[config.mk]
export PLATFORM = sky130hd
export DESIGN_NAME = x86_core_top
export DESIGN_NICKNAME = d
export VERILOG_FILES = /design/src/rtl/pipe_pkg.sv /design/src/rtl/de_stage.sv /design/src/rtl/de_dep_v_ld_logic.sv /design/src/rtl/pipe_stage_track.sv /design/src/rtl/reg_file.sv /design/src/rtl/exec_unit.sv /design/src/rtl/x86_core_top.sv
export VERILOG_INCLUDE_DIRS = /design/src /design/src/rtl
export SDC_FILE = /design/constraint.sdc
export NUM_CORES = 1
export LEC_CHECK = 0
export BUFFER_PORTS_ARGS = -buffer_cell sky130_fd_sc_hd__buf_2
export CAP_MARGIN = 20
export CORE_ASPECT_RATIO = 0.5
export CORE_MARGIN = 3
export CORE_UTILIZATION = 45
export DETAILED_ROUTE_END_ITERATION = 10
export PLACE_DENSITY_LB_ADDON = 0.25
export SLEW_MARGIN = 15
export SYNTH_ARGS = -nofsm -noshare
export SYNTH_HDL_FRONTEND = slang
export SYNTH_HIERARCHICAL = 1
export SYNTH_SLANG_ARGS = --single-unit
export TNS_END_PERCENT = 20
[constraint.sdc]
create_clock -name clk -period 5.9 [get_ports clk]
set_input_delay 0.885 -clock clk [delete_from_list [all_inputs] [get_ports clk]]
set_output_delay 0.885 -clock clk [all_outputs]
set_load 0.02 [all_outputs]
[src/rtl/pipe_config.svh]
`ifndef PIPE_CONFIG_SVH
`define PIPE_CONFIG_SVH

// ECX is register 1 of the eight architectural registers.
`define PIPE_NREGS 8

`define PIPE_XLEN 32

// opcode, register fields and immediate of one instruction word.
`define PIPE_IW 24

// the ag, ro, ex and wb stages carry write records back to decode.
`define PIPE_NSTAGES 4

`endif

[src/rtl/pipe_pkg.sv]
`include "pipe_config.svh"

package pipe_pkg;

  localparam int unsigned reg_aw = $clog2(`PIPE_NREGS);

  typedef logic [reg_aw-1:0]     reg_idx_t;
  typedef logic [`PIPE_XLEN-1:0] word_t;

  localparam reg_idx_t ecx_idx = reg_idx_t'(1);

  typedef enum logic [2:0] {
    op_nop        = 3'd0,
    op_add        = 3'd1,
    op_sub        = 3'd2,
    op_xor        = 3'd3,
    op_movi       = 3'd4,
    op_repne_scan = 3'd5,
    op_hlt        = 3'd6
  } op_e;

  typedef struct packed {
    op_e                   op;
    reg_idx_t              dst;
    reg_idx_t              src;
    logic [`PIPE_IW-10:0]  imm;
  } alu_view_t;

  typedef struct packed {
    op_e                   op;
    logic [`PIPE_IW-12:0]  rsvd;
    logic [7:0]            cmp;   // byte the scan looks for in the low byte of ECX.
  } ctrl_view_t;

  // the opcode lines up in both views, so either one can be used to pick the view.
  typedef union packed {
    alu_view_t  alu;
    ctrl_view_t ctrl;
  } insn_u;

  typedef struct packed {
    op_e      op;
    reg_idx_t dst;
    reg_idx_t src;
    word_t    imm;
    logic     wr_reg;
    logic     rd_src;
    logic     rd_dst;
    logic     wr_zf;
    logic     rep_iter;
  } uop_t;

  typedef struct packed {
    logic     valid;
    reg_idx_t dst;
    logic     wr_reg;
    logic     wr_zf;
  } wrec_t;

  typedef struct packed {
    reg_idx_t dst;
    word_t    data;
    logic     zf;
    logic     rep_iter;
  } retire_t;

endpackage

[src/rtl/de_stage.sv]
module de_stage (
  input  logic            clk,
  input  logic            arst_n,
  input  logic            insn_valid,
  output logic            insn_ready,
  input  pipe_pkg::insn_u insn,
  input  logic            stall_de,
  input  logic            repne_stall,
  input  logic            ld_ag,
  output logic            de_valid,
  output pipe_pkg::uop_t  de_uop,
  output logic            halted
);

  pipe_pkg::insn_u de_insn;
  logic            ready_en;
  logic            consume;
  logic            take;

  // the decode register empties when ag loads and nothing holds the instruction here.
  assign consume    = de_valid & ld_ag & ~stall_de & ~repne_stall;
  assign insn_ready = ready_en & ~halted & (~de_valid | consume);
  assign take       = insn_valid & insn_ready;

  always_ff @(posedge clk or negedge arst_n) begin
    if (!arst_n) begin
      ready_en <= 1'b0;
      de_valid <= 1'b0;
      halted   <= 1'b0;
    end else begin
      ready_en <= 1'b1;   // keeps the port closed for the first cycle out of reset.
      if (take) begin
        de_valid <= 1'b1;
        if (insn.alu.op == pipe_pkg::op_hlt) begin
          halted <= 1'b1;
        end
      end else if (consume) begin
        de_valid <= 1'b0;
      end
    end
  end

  always_ff @(posedge clk) begin
    if (take) begin
      de_insn <= insn;
    end
  end

  always_comb begin
    de_uop    = '0;
    de_uop.op = de_insn.alu.op;
    case (de_insn.alu.op)
      pipe_pkg::op_add, pipe_pkg::op_sub, pipe_pkg::op_xor: begin
        de_uop.dst    = de_insn.alu.dst;
        de_uop.src    = de_insn.alu.src;
        de_uop.imm    = pipe_pkg::word_t'(de_insn.alu.imm);
        de_uop.rd_src = 1'b1;
        de_uop.rd_dst = 1'b1;
        de_uop.wr_reg = 1'b1;
        de_uop.wr_zf  = 1'b1;
      end
      pipe_pkg::op_movi: begin
        de_uop.dst    = de_insn.alu.dst;
        de_uop.imm    = pipe_pkg::word_t'(de_insn.alu.imm);
        de_uop.wr_reg = 1'b1;
        de_uop.wr_zf  = 1'b1;
      end
      pipe_pkg::op_repne_scan: begin
        // every copy that leaves decode is one iteration on ECX.
        de_uop.dst      = pipe_pkg::ecx_idx;
        de_uop.imm      = pipe_pkg::word_t'(de_insn.ctrl.cmp);
        de_uop.rd_dst   = 1'b1;
        de_uop.wr_reg   = 1'b1;
        de_uop.wr_zf    = 1'b1;
        de_uop.rep_iter = 1'b1;
      end
      default: begin
        // nop and hlt read and write nothing.
        de_uop.dst = de_insn.alu.dst;
      end
    endcase
  end

endmodule

[src/rtl/de_dep_v_ld_logic.sv]
`include "pipe_config.svh"

module de_dep_v_ld_logic (
  input  logic                  clk,
  input  logic                  arst_n,
  input  logic                  advance,
  input  logic                  de_valid,
  input  pipe_pkg::uop_t        de_uop,
  input  pipe_pkg::wrec_t       ag_rec,
  input  pipe_pkg::wrec_t       ro_rec,
  input  pipe_pkg::wrec_t       ex_rec,
  input  pipe_pkg::wrec_t       wb_rec,
  input  logic [`PIPE_XLEN-1:0] ecx,
  input  logic                  zf,
  output logic                  dep_stall,
  output logic                  repne_stall,
  output logic                  hlt_stall,
  output logic                  stall_de,
  output logic                  v_ag,
  output logic                  ld_ag
);

  pipe_pkg::wrec_t recs [`PIPE_NSTAGES];
  logic            is_repne;
  logic            is_hlt;
  logic            ecx_nz;
  logic            reg_hit;
  logic            zf_busy;
  logic            repne_flag;
  logic            repne_flag_in;
  logic            repne_in0;
  logic            repne_in1;
  logic            repne_stop;

  assign recs = '{ag_rec, ro_rec, ex_rec, wb_rec};

  assign is_repne = de_uop.op == pipe_pkg::op_repne_scan;
  assign is_hlt   = de_uop.op == pipe_pkg::op_hlt;
  assign ecx_nz   = |ecx;

  always_comb begin
    reg_hit = 1'b0;
    zf_busy = 1'b0;
    for (int i = 0; i < `PIPE_NSTAGES; i++) begin
      if (recs[i].valid && recs[i].wr_reg) begin
        if (de_uop.rd_src && recs[i].dst == de_uop.src) begin
          reg_hit = 1'b1;
        end
        if (de_uop.rd_dst && recs[i].dst == de_uop.dst) begin
          reg_hit = 1'b1;
        end
      end
      if (recs[i].valid && recs[i].wr_zf) begin
        zf_busy = 1'b1;
      end
    end
  end

  assign dep_stall = de_valid & (reg_hit | (zf_busy & repne_flag));
  assign hlt_stall = de_valid & is_hlt;
  assign stall_de  = dep_stall | hlt_stall;
  assign ld_ag     = advance;

  // enter the loop on a nonzero count; stay in while the count is nonzero and no match.
  assign repne_in0 = ecx_nz & is_repne & de_valid;
  assign repne_in1 = ecx_nz & ~zf;

  // ECX and ZF are only current once no iteration is in flight.
  assign repne_flag_in = (advance && !dep_stall) ? (repne_flag ? repne_in1 : repne_in0)
                                                 : repne_flag;

  assign repne_stall = repne_flag_in & de_valid;

  assign repne_stop = (is_repne & ~ecx_nz & ~repne_flag) |
                      (repne_flag & (~ecx_nz | zf));

  assign v_ag = de_valid & ~is_hlt & ~dep_stall & ~repne_stop;

  always_ff @(posedge clk or negedge arst_n) begin
    if (!arst_n) begin
      repne_flag <= 1'b0;
    end else begin
      repne_flag <= repne_flag_in;
    end
  end

endmodule

[src/rtl/pipe_stage_track.sv]
module pipe_stage_track (
  input  logic              clk,
  input  logic              arst_n,
  input  logic              advance,
  input  logic              v_ag,
  input  pipe_pkg::uop_t    de_uop,
  input  pipe_pkg::retire_t ex_result,
  output pipe_pkg::uop_t    ro_uop,
  output pipe_pkg::uop_t    ex_uop,
  output pipe_pkg::wrec_t   ag_rec,
  output pipe_pkg::wrec_t   ro_rec,
  output pipe_pkg::wrec_t   ex_rec,
  output pipe_pkg::wrec_t   wb_rec,
  output logic              retire_valid,
  output pipe_pkg::retire_t retire
);

  pipe_pkg::uop_t ag_q;
  pipe_pkg::uop_t ro_q;
  pipe_pkg::uop_t ex_q;
  logic           ag_v;
  logic           ro_v;
  logic           ex_v;
  logic           wb_v;
  logic           wb_wr_reg;
  logic           wb_wr_zf;

  function automatic pipe_pkg::wrec_t make_rec(input logic v, input pipe_pkg::uop_t u);
    pipe_pkg::wrec_t r;
    r.valid  = v;
    r.dst    = u.dst;
    r.wr_reg = u.wr_reg;
    r.wr_zf  = u.wr_zf;
    return r;
  endfunction

  always_ff @(posedge clk or negedge arst_n) begin
    if (!arst_n) begin
      ag_v <= 1'b0;
      ro_v <= 1'b0;
      ex_v <= 1'b0;
      wb_v <= 1'b0;
    end else if (advance) begin
      ag_v <= v_ag;
      ro_v <= ag_v;
      ex_v <= ro_v;
      wb_v <= ex_v & (ex_q.wr_reg | ex_q.wr_zf);   // only writers reach the retire port.
    end
  end

  always_ff @(posedge clk) begin
    if (advance) begin
      ag_q      <= de_uop;
      ro_q      <= ag_q;
      ex_q      <= ro_q;
      retire    <= ex_result;
      wb_wr_reg <= ex_q.wr_reg;
      wb_wr_zf  <= ex_q.wr_zf;
    end
  end

  // while frozen the register file is addressed with the ex sources, so the
  // operand registers in ex reload the values they already hold.
  assign ro_uop = advance ? ro_q : ex_q;
  assign ex_uop = ex_q;

  assign ag_rec = make_rec(ag_v, ag_q);
  assign ro_rec = make_rec(ro_v, ro_q);
  assign ex_rec = make_rec(ex_v, ex_q);

  assign wb_rec.valid  = wb_v;
  assign wb_rec.dst    = retire.dst;
  assign wb_rec.wr_reg = wb_wr_reg;
  assign wb_rec.wr_zf  = wb_wr_zf;

  assign retire_valid = wb_v;

endmodule

[src/rtl/reg_file.sv]
`include "pipe_config.svh"

module reg_file (
  input  logic              clk,
  input  logic              arst_n,
  input  pipe_pkg::uop_t    ro_uop,
  output pipe_pkg::word_t   rd_a,
  output pipe_pkg::word_t   rd_b,
  input  logic              wb_we,
  input  pipe_pkg::retire_t wb_data,
  output pipe_pkg::word_t   ecx,
  output logic              zf
);

  pipe_pkg::word_t regs [`PIPE_NREGS];

  always_ff @(posedge clk or negedge arst_n) begin
    if (!arst_n) begin
      for (int i = 0; i < `PIPE_NREGS; i++) begin
        regs[i] <= '0;
      end
    end else if (wb_we) begin
      regs[wb_data.dst] <= wb_data.data;
    end
  end

  // every retiring operation sets ZF along with its register.
  always_ff @(posedge clk or negedge arst_n) begin
    if (!arst_n) begin
      zf <= 1'b0;
    end else if (wb_we) begin
      zf <= wb_data.zf;
    end
  end

  assign rd_a = regs[ro_uop.dst];   // destination doubles as the first operand.
  assign rd_b = regs[ro_uop.src];

  assign ecx = regs[pipe_pkg::ecx_idx];

endmodule

[src/rtl/exec_unit.sv]
module exec_unit (
  input  logic              clk,
  input  logic              arst_n,
  input  pipe_pkg::uop_t    ex_uop,
  input  pipe_pkg::word_t   opnd_a,
  input  pipe_pkg::word_t   opnd_b,
  output pipe_pkg::retire_t ex_result
);

  pipe_pkg::word_t a_q;
  pipe_pkg::word_t b_q;
  pipe_pkg::word_t res;
  logic            zf_new;

  always_ff @(posedge clk or negedge arst_n) begin
    if (!arst_n) begin
      a_q <= '0;
      b_q <= '0;
    end else begin
      a_q <= opnd_a;
      b_q <= opnd_b;
    end
  end

  always_comb begin
    res    = a_q;
    zf_new = 1'b0;
    case (ex_uop.op)
      pipe_pkg::op_add: begin
        res    = a_q + b_q;
        zf_new = res == '0;
      end
      pipe_pkg::op_sub: begin
        res    = a_q - b_q;
        zf_new = res == '0;
      end
      pipe_pkg::op_xor: begin
        res    = a_q ^ b_q;
        zf_new = res == '0;
      end
      pipe_pkg::op_movi: begin
        res    = ex_uop.imm;
        zf_new = res == '0;
      end
      pipe_pkg::op_repne_scan: begin
        res    = a_q - pipe_pkg::word_t'(1);   // a_q holds ECX here.
        zf_new = res[7:0] == ex_uop.imm[7:0];
      end
      default: begin
        zf_new = 1'b0;
      end
    endcase
  end

  always_comb begin
    ex_result.dst      = ex_uop.dst;
    ex_result.data     = res;
    ex_result.zf       = zf_new;
    ex_result.rep_iter = ex_uop.rep_iter;
  end

endmodule

[src/rtl/x86_core_top.sv]
module x86_core_top (
  input  logic              clk,
  input  logic              arst_n,
  input  logic              insn_valid,
  output logic              insn_ready,
  input  pipe_pkg::insn_u   insn,
  output logic              retire_valid,
  input  logic              retire_ready,
  output pipe_pkg::retire_t retire,
  output logic              halted
);

  logic              advance;
  logic              wb_we;
  logic              de_valid;
  logic              stall_de;
  logic              repne_stall;
  logic              v_ag;
  logic              ld_ag;
  logic              zf;
  pipe_pkg::uop_t    de_uop;
  pipe_pkg::uop_t    ro_uop;
  pipe_pkg::uop_t    ex_uop;
  pipe_pkg::wrec_t   ag_rec;
  pipe_pkg::wrec_t   ro_rec;
  pipe_pkg::wrec_t   ex_rec;
  pipe_pkg::wrec_t   wb_rec;
  pipe_pkg::word_t   rd_a;
  pipe_pkg::word_t   rd_b;
  pipe_pkg::word_t   ecx;
  pipe_pkg::retire_t ex_result;

  // a retire record waiting on the consumer freezes every stage.
  assign advance = ~retire_valid | retire_ready;
  assign wb_we   = retire_valid & retire_ready;

  de_stage u_de_stage (
    .clk         (clk),
    .arst_n      (arst_n),
    .insn_valid  (insn_valid),
    .insn_ready  (insn_ready),
    .insn        (insn),
    .stall_de    (stall_de),
    .repne_stall (repne_stall),
    .ld_ag       (ld_ag),
    .de_valid    (de_valid),
    .de_uop      (de_uop),
    .halted      (halted)
  );

  de_dep_v_ld_logic u_de_dep (
    .clk         (clk),
    .arst_n      (arst_n),
    .advance     (advance),
    .de_valid    (de_valid),
    .de_uop      (de_uop),
    .ag_rec      (ag_rec),
    .ro_rec      (ro_rec),
    .ex_rec      (ex_rec),
    .wb_rec      (wb_rec),
    .ecx         (ecx),
    .zf          (zf),
    .dep_stall   (),
    .repne_stall (repne_stall),
    .hlt_stall   (),
    .stall_de    (stall_de),
    .v_ag        (v_ag),
    .ld_ag       (ld_ag)
  );

  pipe_stage_track u_stages (
    .clk          (clk),
    .arst_n       (arst_n),
    .advance      (advance),
    .v_ag         (v_ag),
    .de_uop       (de_uop),
    .ex_result    (ex_result),
    .ro_uop       (ro_uop),
    .ex_uop       (ex_uop),
    .ag_rec       (ag_rec),
    .ro_rec       (ro_rec),
    .ex_rec       (ex_rec),
    .wb_rec       (wb_rec),
    .retire_valid (retire_valid),
    .retire       (retire)
  );

  reg_file u_reg_file (
    .clk     (clk),
    .arst_n  (arst_n),
    .ro_uop  (ro_uop),
    .rd_a    (rd_a),
    .rd_b    (rd_b),
    .wb_we   (wb_we),
    .wb_data (retire),
    .ecx     (ecx),
    .zf      (zf)
  );

  exec_unit u_exec (
    .clk       (clk),
    .arst_n    (arst_n),
    .ex_uop    (ex_uop),
    .opnd_a    (rd_a),
    .opnd_b    (rd_b),
    .ex_result (ex_result)
  );

endmodule

==> out/qor.csv <==
stage,metric,value,unit
grt,grt_pass1_vias,18600,
layout,largest_reg_flops,224,
layout,regMostFlops,u_reg_file/regs,
timing,slew_headroom,20.4,%
critical_path,end_kind,primary output,
place,numPortBuffers,67,
die,die_y,187,um
timing,post-route-period-util,80.7,%
timing,final.setup.tns,0,ps
grt,grtUsageTotal,22.2,%
die,core,64100,sq um
clock_tree,cts_resized,0,
timing,fin_skew,33.9,ps
grt,antenna_found_initial,5,
routing,vias,19200,
timing,setup_viol,0,
grt,grt_max_degree,158,
place,dp_worst_setup_slack,1670,ps
clock_tree,clockBufferDepth,3,
routing,finalWirelength,77.8,mm
layout,final_common_cell,dfrtp_1,
run,maxCapViolations,0,
die,fp.dieW,369,um
clock_tree,htreeDepth,2,
pwr,p_total,18800,uW
critical_path,critPathArrivalTime,3870,ps
clock_tree,holdBufCountCts,0,
die,pin_count,68,
layout,num_antenna_cells,0,
status,outcome,"complete, no violations",
place,hpwl,52.5,mm
grt,grt_pass1_wl,118,mm
critical_path,worstSetupPathType,reg2out,
clock_tree,numCtsBuffers,48,
grt,gr-total-overflow,0,
timing,setup_ws,1140,ps
pwr,cellPowerDensity,592,nW/um^2
min_path,hp-class,in2async,
layout,fin_nets,2335,
clock_tree,clk_pin_slew,60,ps
place,place_congestion,0.951,
critical_path,critical_path_required,5020,ps
clock_tree,postCtsSetupBuffers,0,
pwr,vdd_drop_max,0.272,mV
pwr,p_leak,0.0142,uW
layout,final_cell_mix,"dfrtp_1, mux2_2, edfxtp_1, nor2_1, a21oi_1",
die,rows,65,
routing,drtAntennaViolNets,0,
routing,drc,0,
die,start_util,46.2,%
timing,finalCriticalPeriod,4760,ps
critical_path,start_kind,register,
clock_tree,clock_latency,600,ps
routing,wl_per_cell,24.7,um
clock_tree,cts.sinks,524,
place,dpl_cell_area,30100,sq um
routing,dr.pass1.iters,6,
synthesis,yosys_warnings,6,
timing,fmax,210,MHz
timing,slew_viol_final,0,
routing,drt_iter0_markers,1883,
timing,finalHoldViolCount,0,
clock_tree,cts_tree,done,
critical_path,r2r_setup_slack,1520,ps
routing,via_per_inst,6.08,
synthesis,syn_avg_cell_area,12.9,sq um
clock_tree,cts-root-buf,clkbuf_16,
critical_path,crit_fanout,4,
layout,area_growth,7.05,%
layout,design_area,31700,sq um
synthesis,synth.cell_area,29600,sq um
timing,grt_setup_unrepaired,no,
die,die_area,69100,sq um
layout,drive_above_1_share,27.9,%
timing,worst_slew_pin_slew,1180,ps
synthesis,synthCells,2288,
-- power breakdown --
part           internal (uW)  switching (uW)  leakage, uW
clock                   1840            1410     0.000810
sequential              4890            1180      0.00643
combinational           3980            5470      0.00692
-- worst paths after layout --
kind,from,endpoint,cells past startpoint
max in group asynchronous,arst_n,u_reg_file/regs[71],2
min in group clk,u_stages/ag_q[19],u_stages/ro_q[19],0
setup / recovery,u_reg_file/ecx[16],insn_ready,9
hold reg to reg,u_stages/ag_q[19],u_stages/ro_q[19],0
setup reg to reg,u_exec/a_q[2],u_stages/retire[1],12
hold / removal,arst_n,u_reg_file/regs[22],1
-- layer usage --
layer  up-vias  track usage [%]  share of wire (%)
met4         2             4.36                1.9
li1       8523                -                  -
met2       694             32.6                 43
met1      9839             33.9                 48
met3        92             4.51                7.4
met5         -                0              0.012
-- per-stage QoR --
step,hold WS [ps],std cells,utilization (%)
3_3_place_gp,400,3062,46.9
6_report,256,3152,49.5
5_1_grt,294,3152,49.5
4_1_cts,284,3152,49.5
2_1_floorplan,400,2304,-
3_5_place_dp,405,3062,46.9
-- critical path, stage by stage (launching register included) --
cell and delay [ps]:
dfrtp_1 410, nor4_1 1010, nand4_1 410, nor2_1 400
nor2_1 110, a41o_1 240, nor2_1 80, a21boi_0 190
nor3b_1 250, buf_2 190
-- area by class of cell --
cell class / instances / area (sq um)
Tap cell: 871 / 1090
Fill cell: 5615 / 32400
Inverter: 65 / 244
Sequential cell: 524 / 13600
Clock buffer: 65 / 1390
Timing Repair Buffer: 102 / 658
Clock inverter: 25 / 243
Multi-Input combinational cell: 1500 / 14400
(Power assumes the default switching activity.)
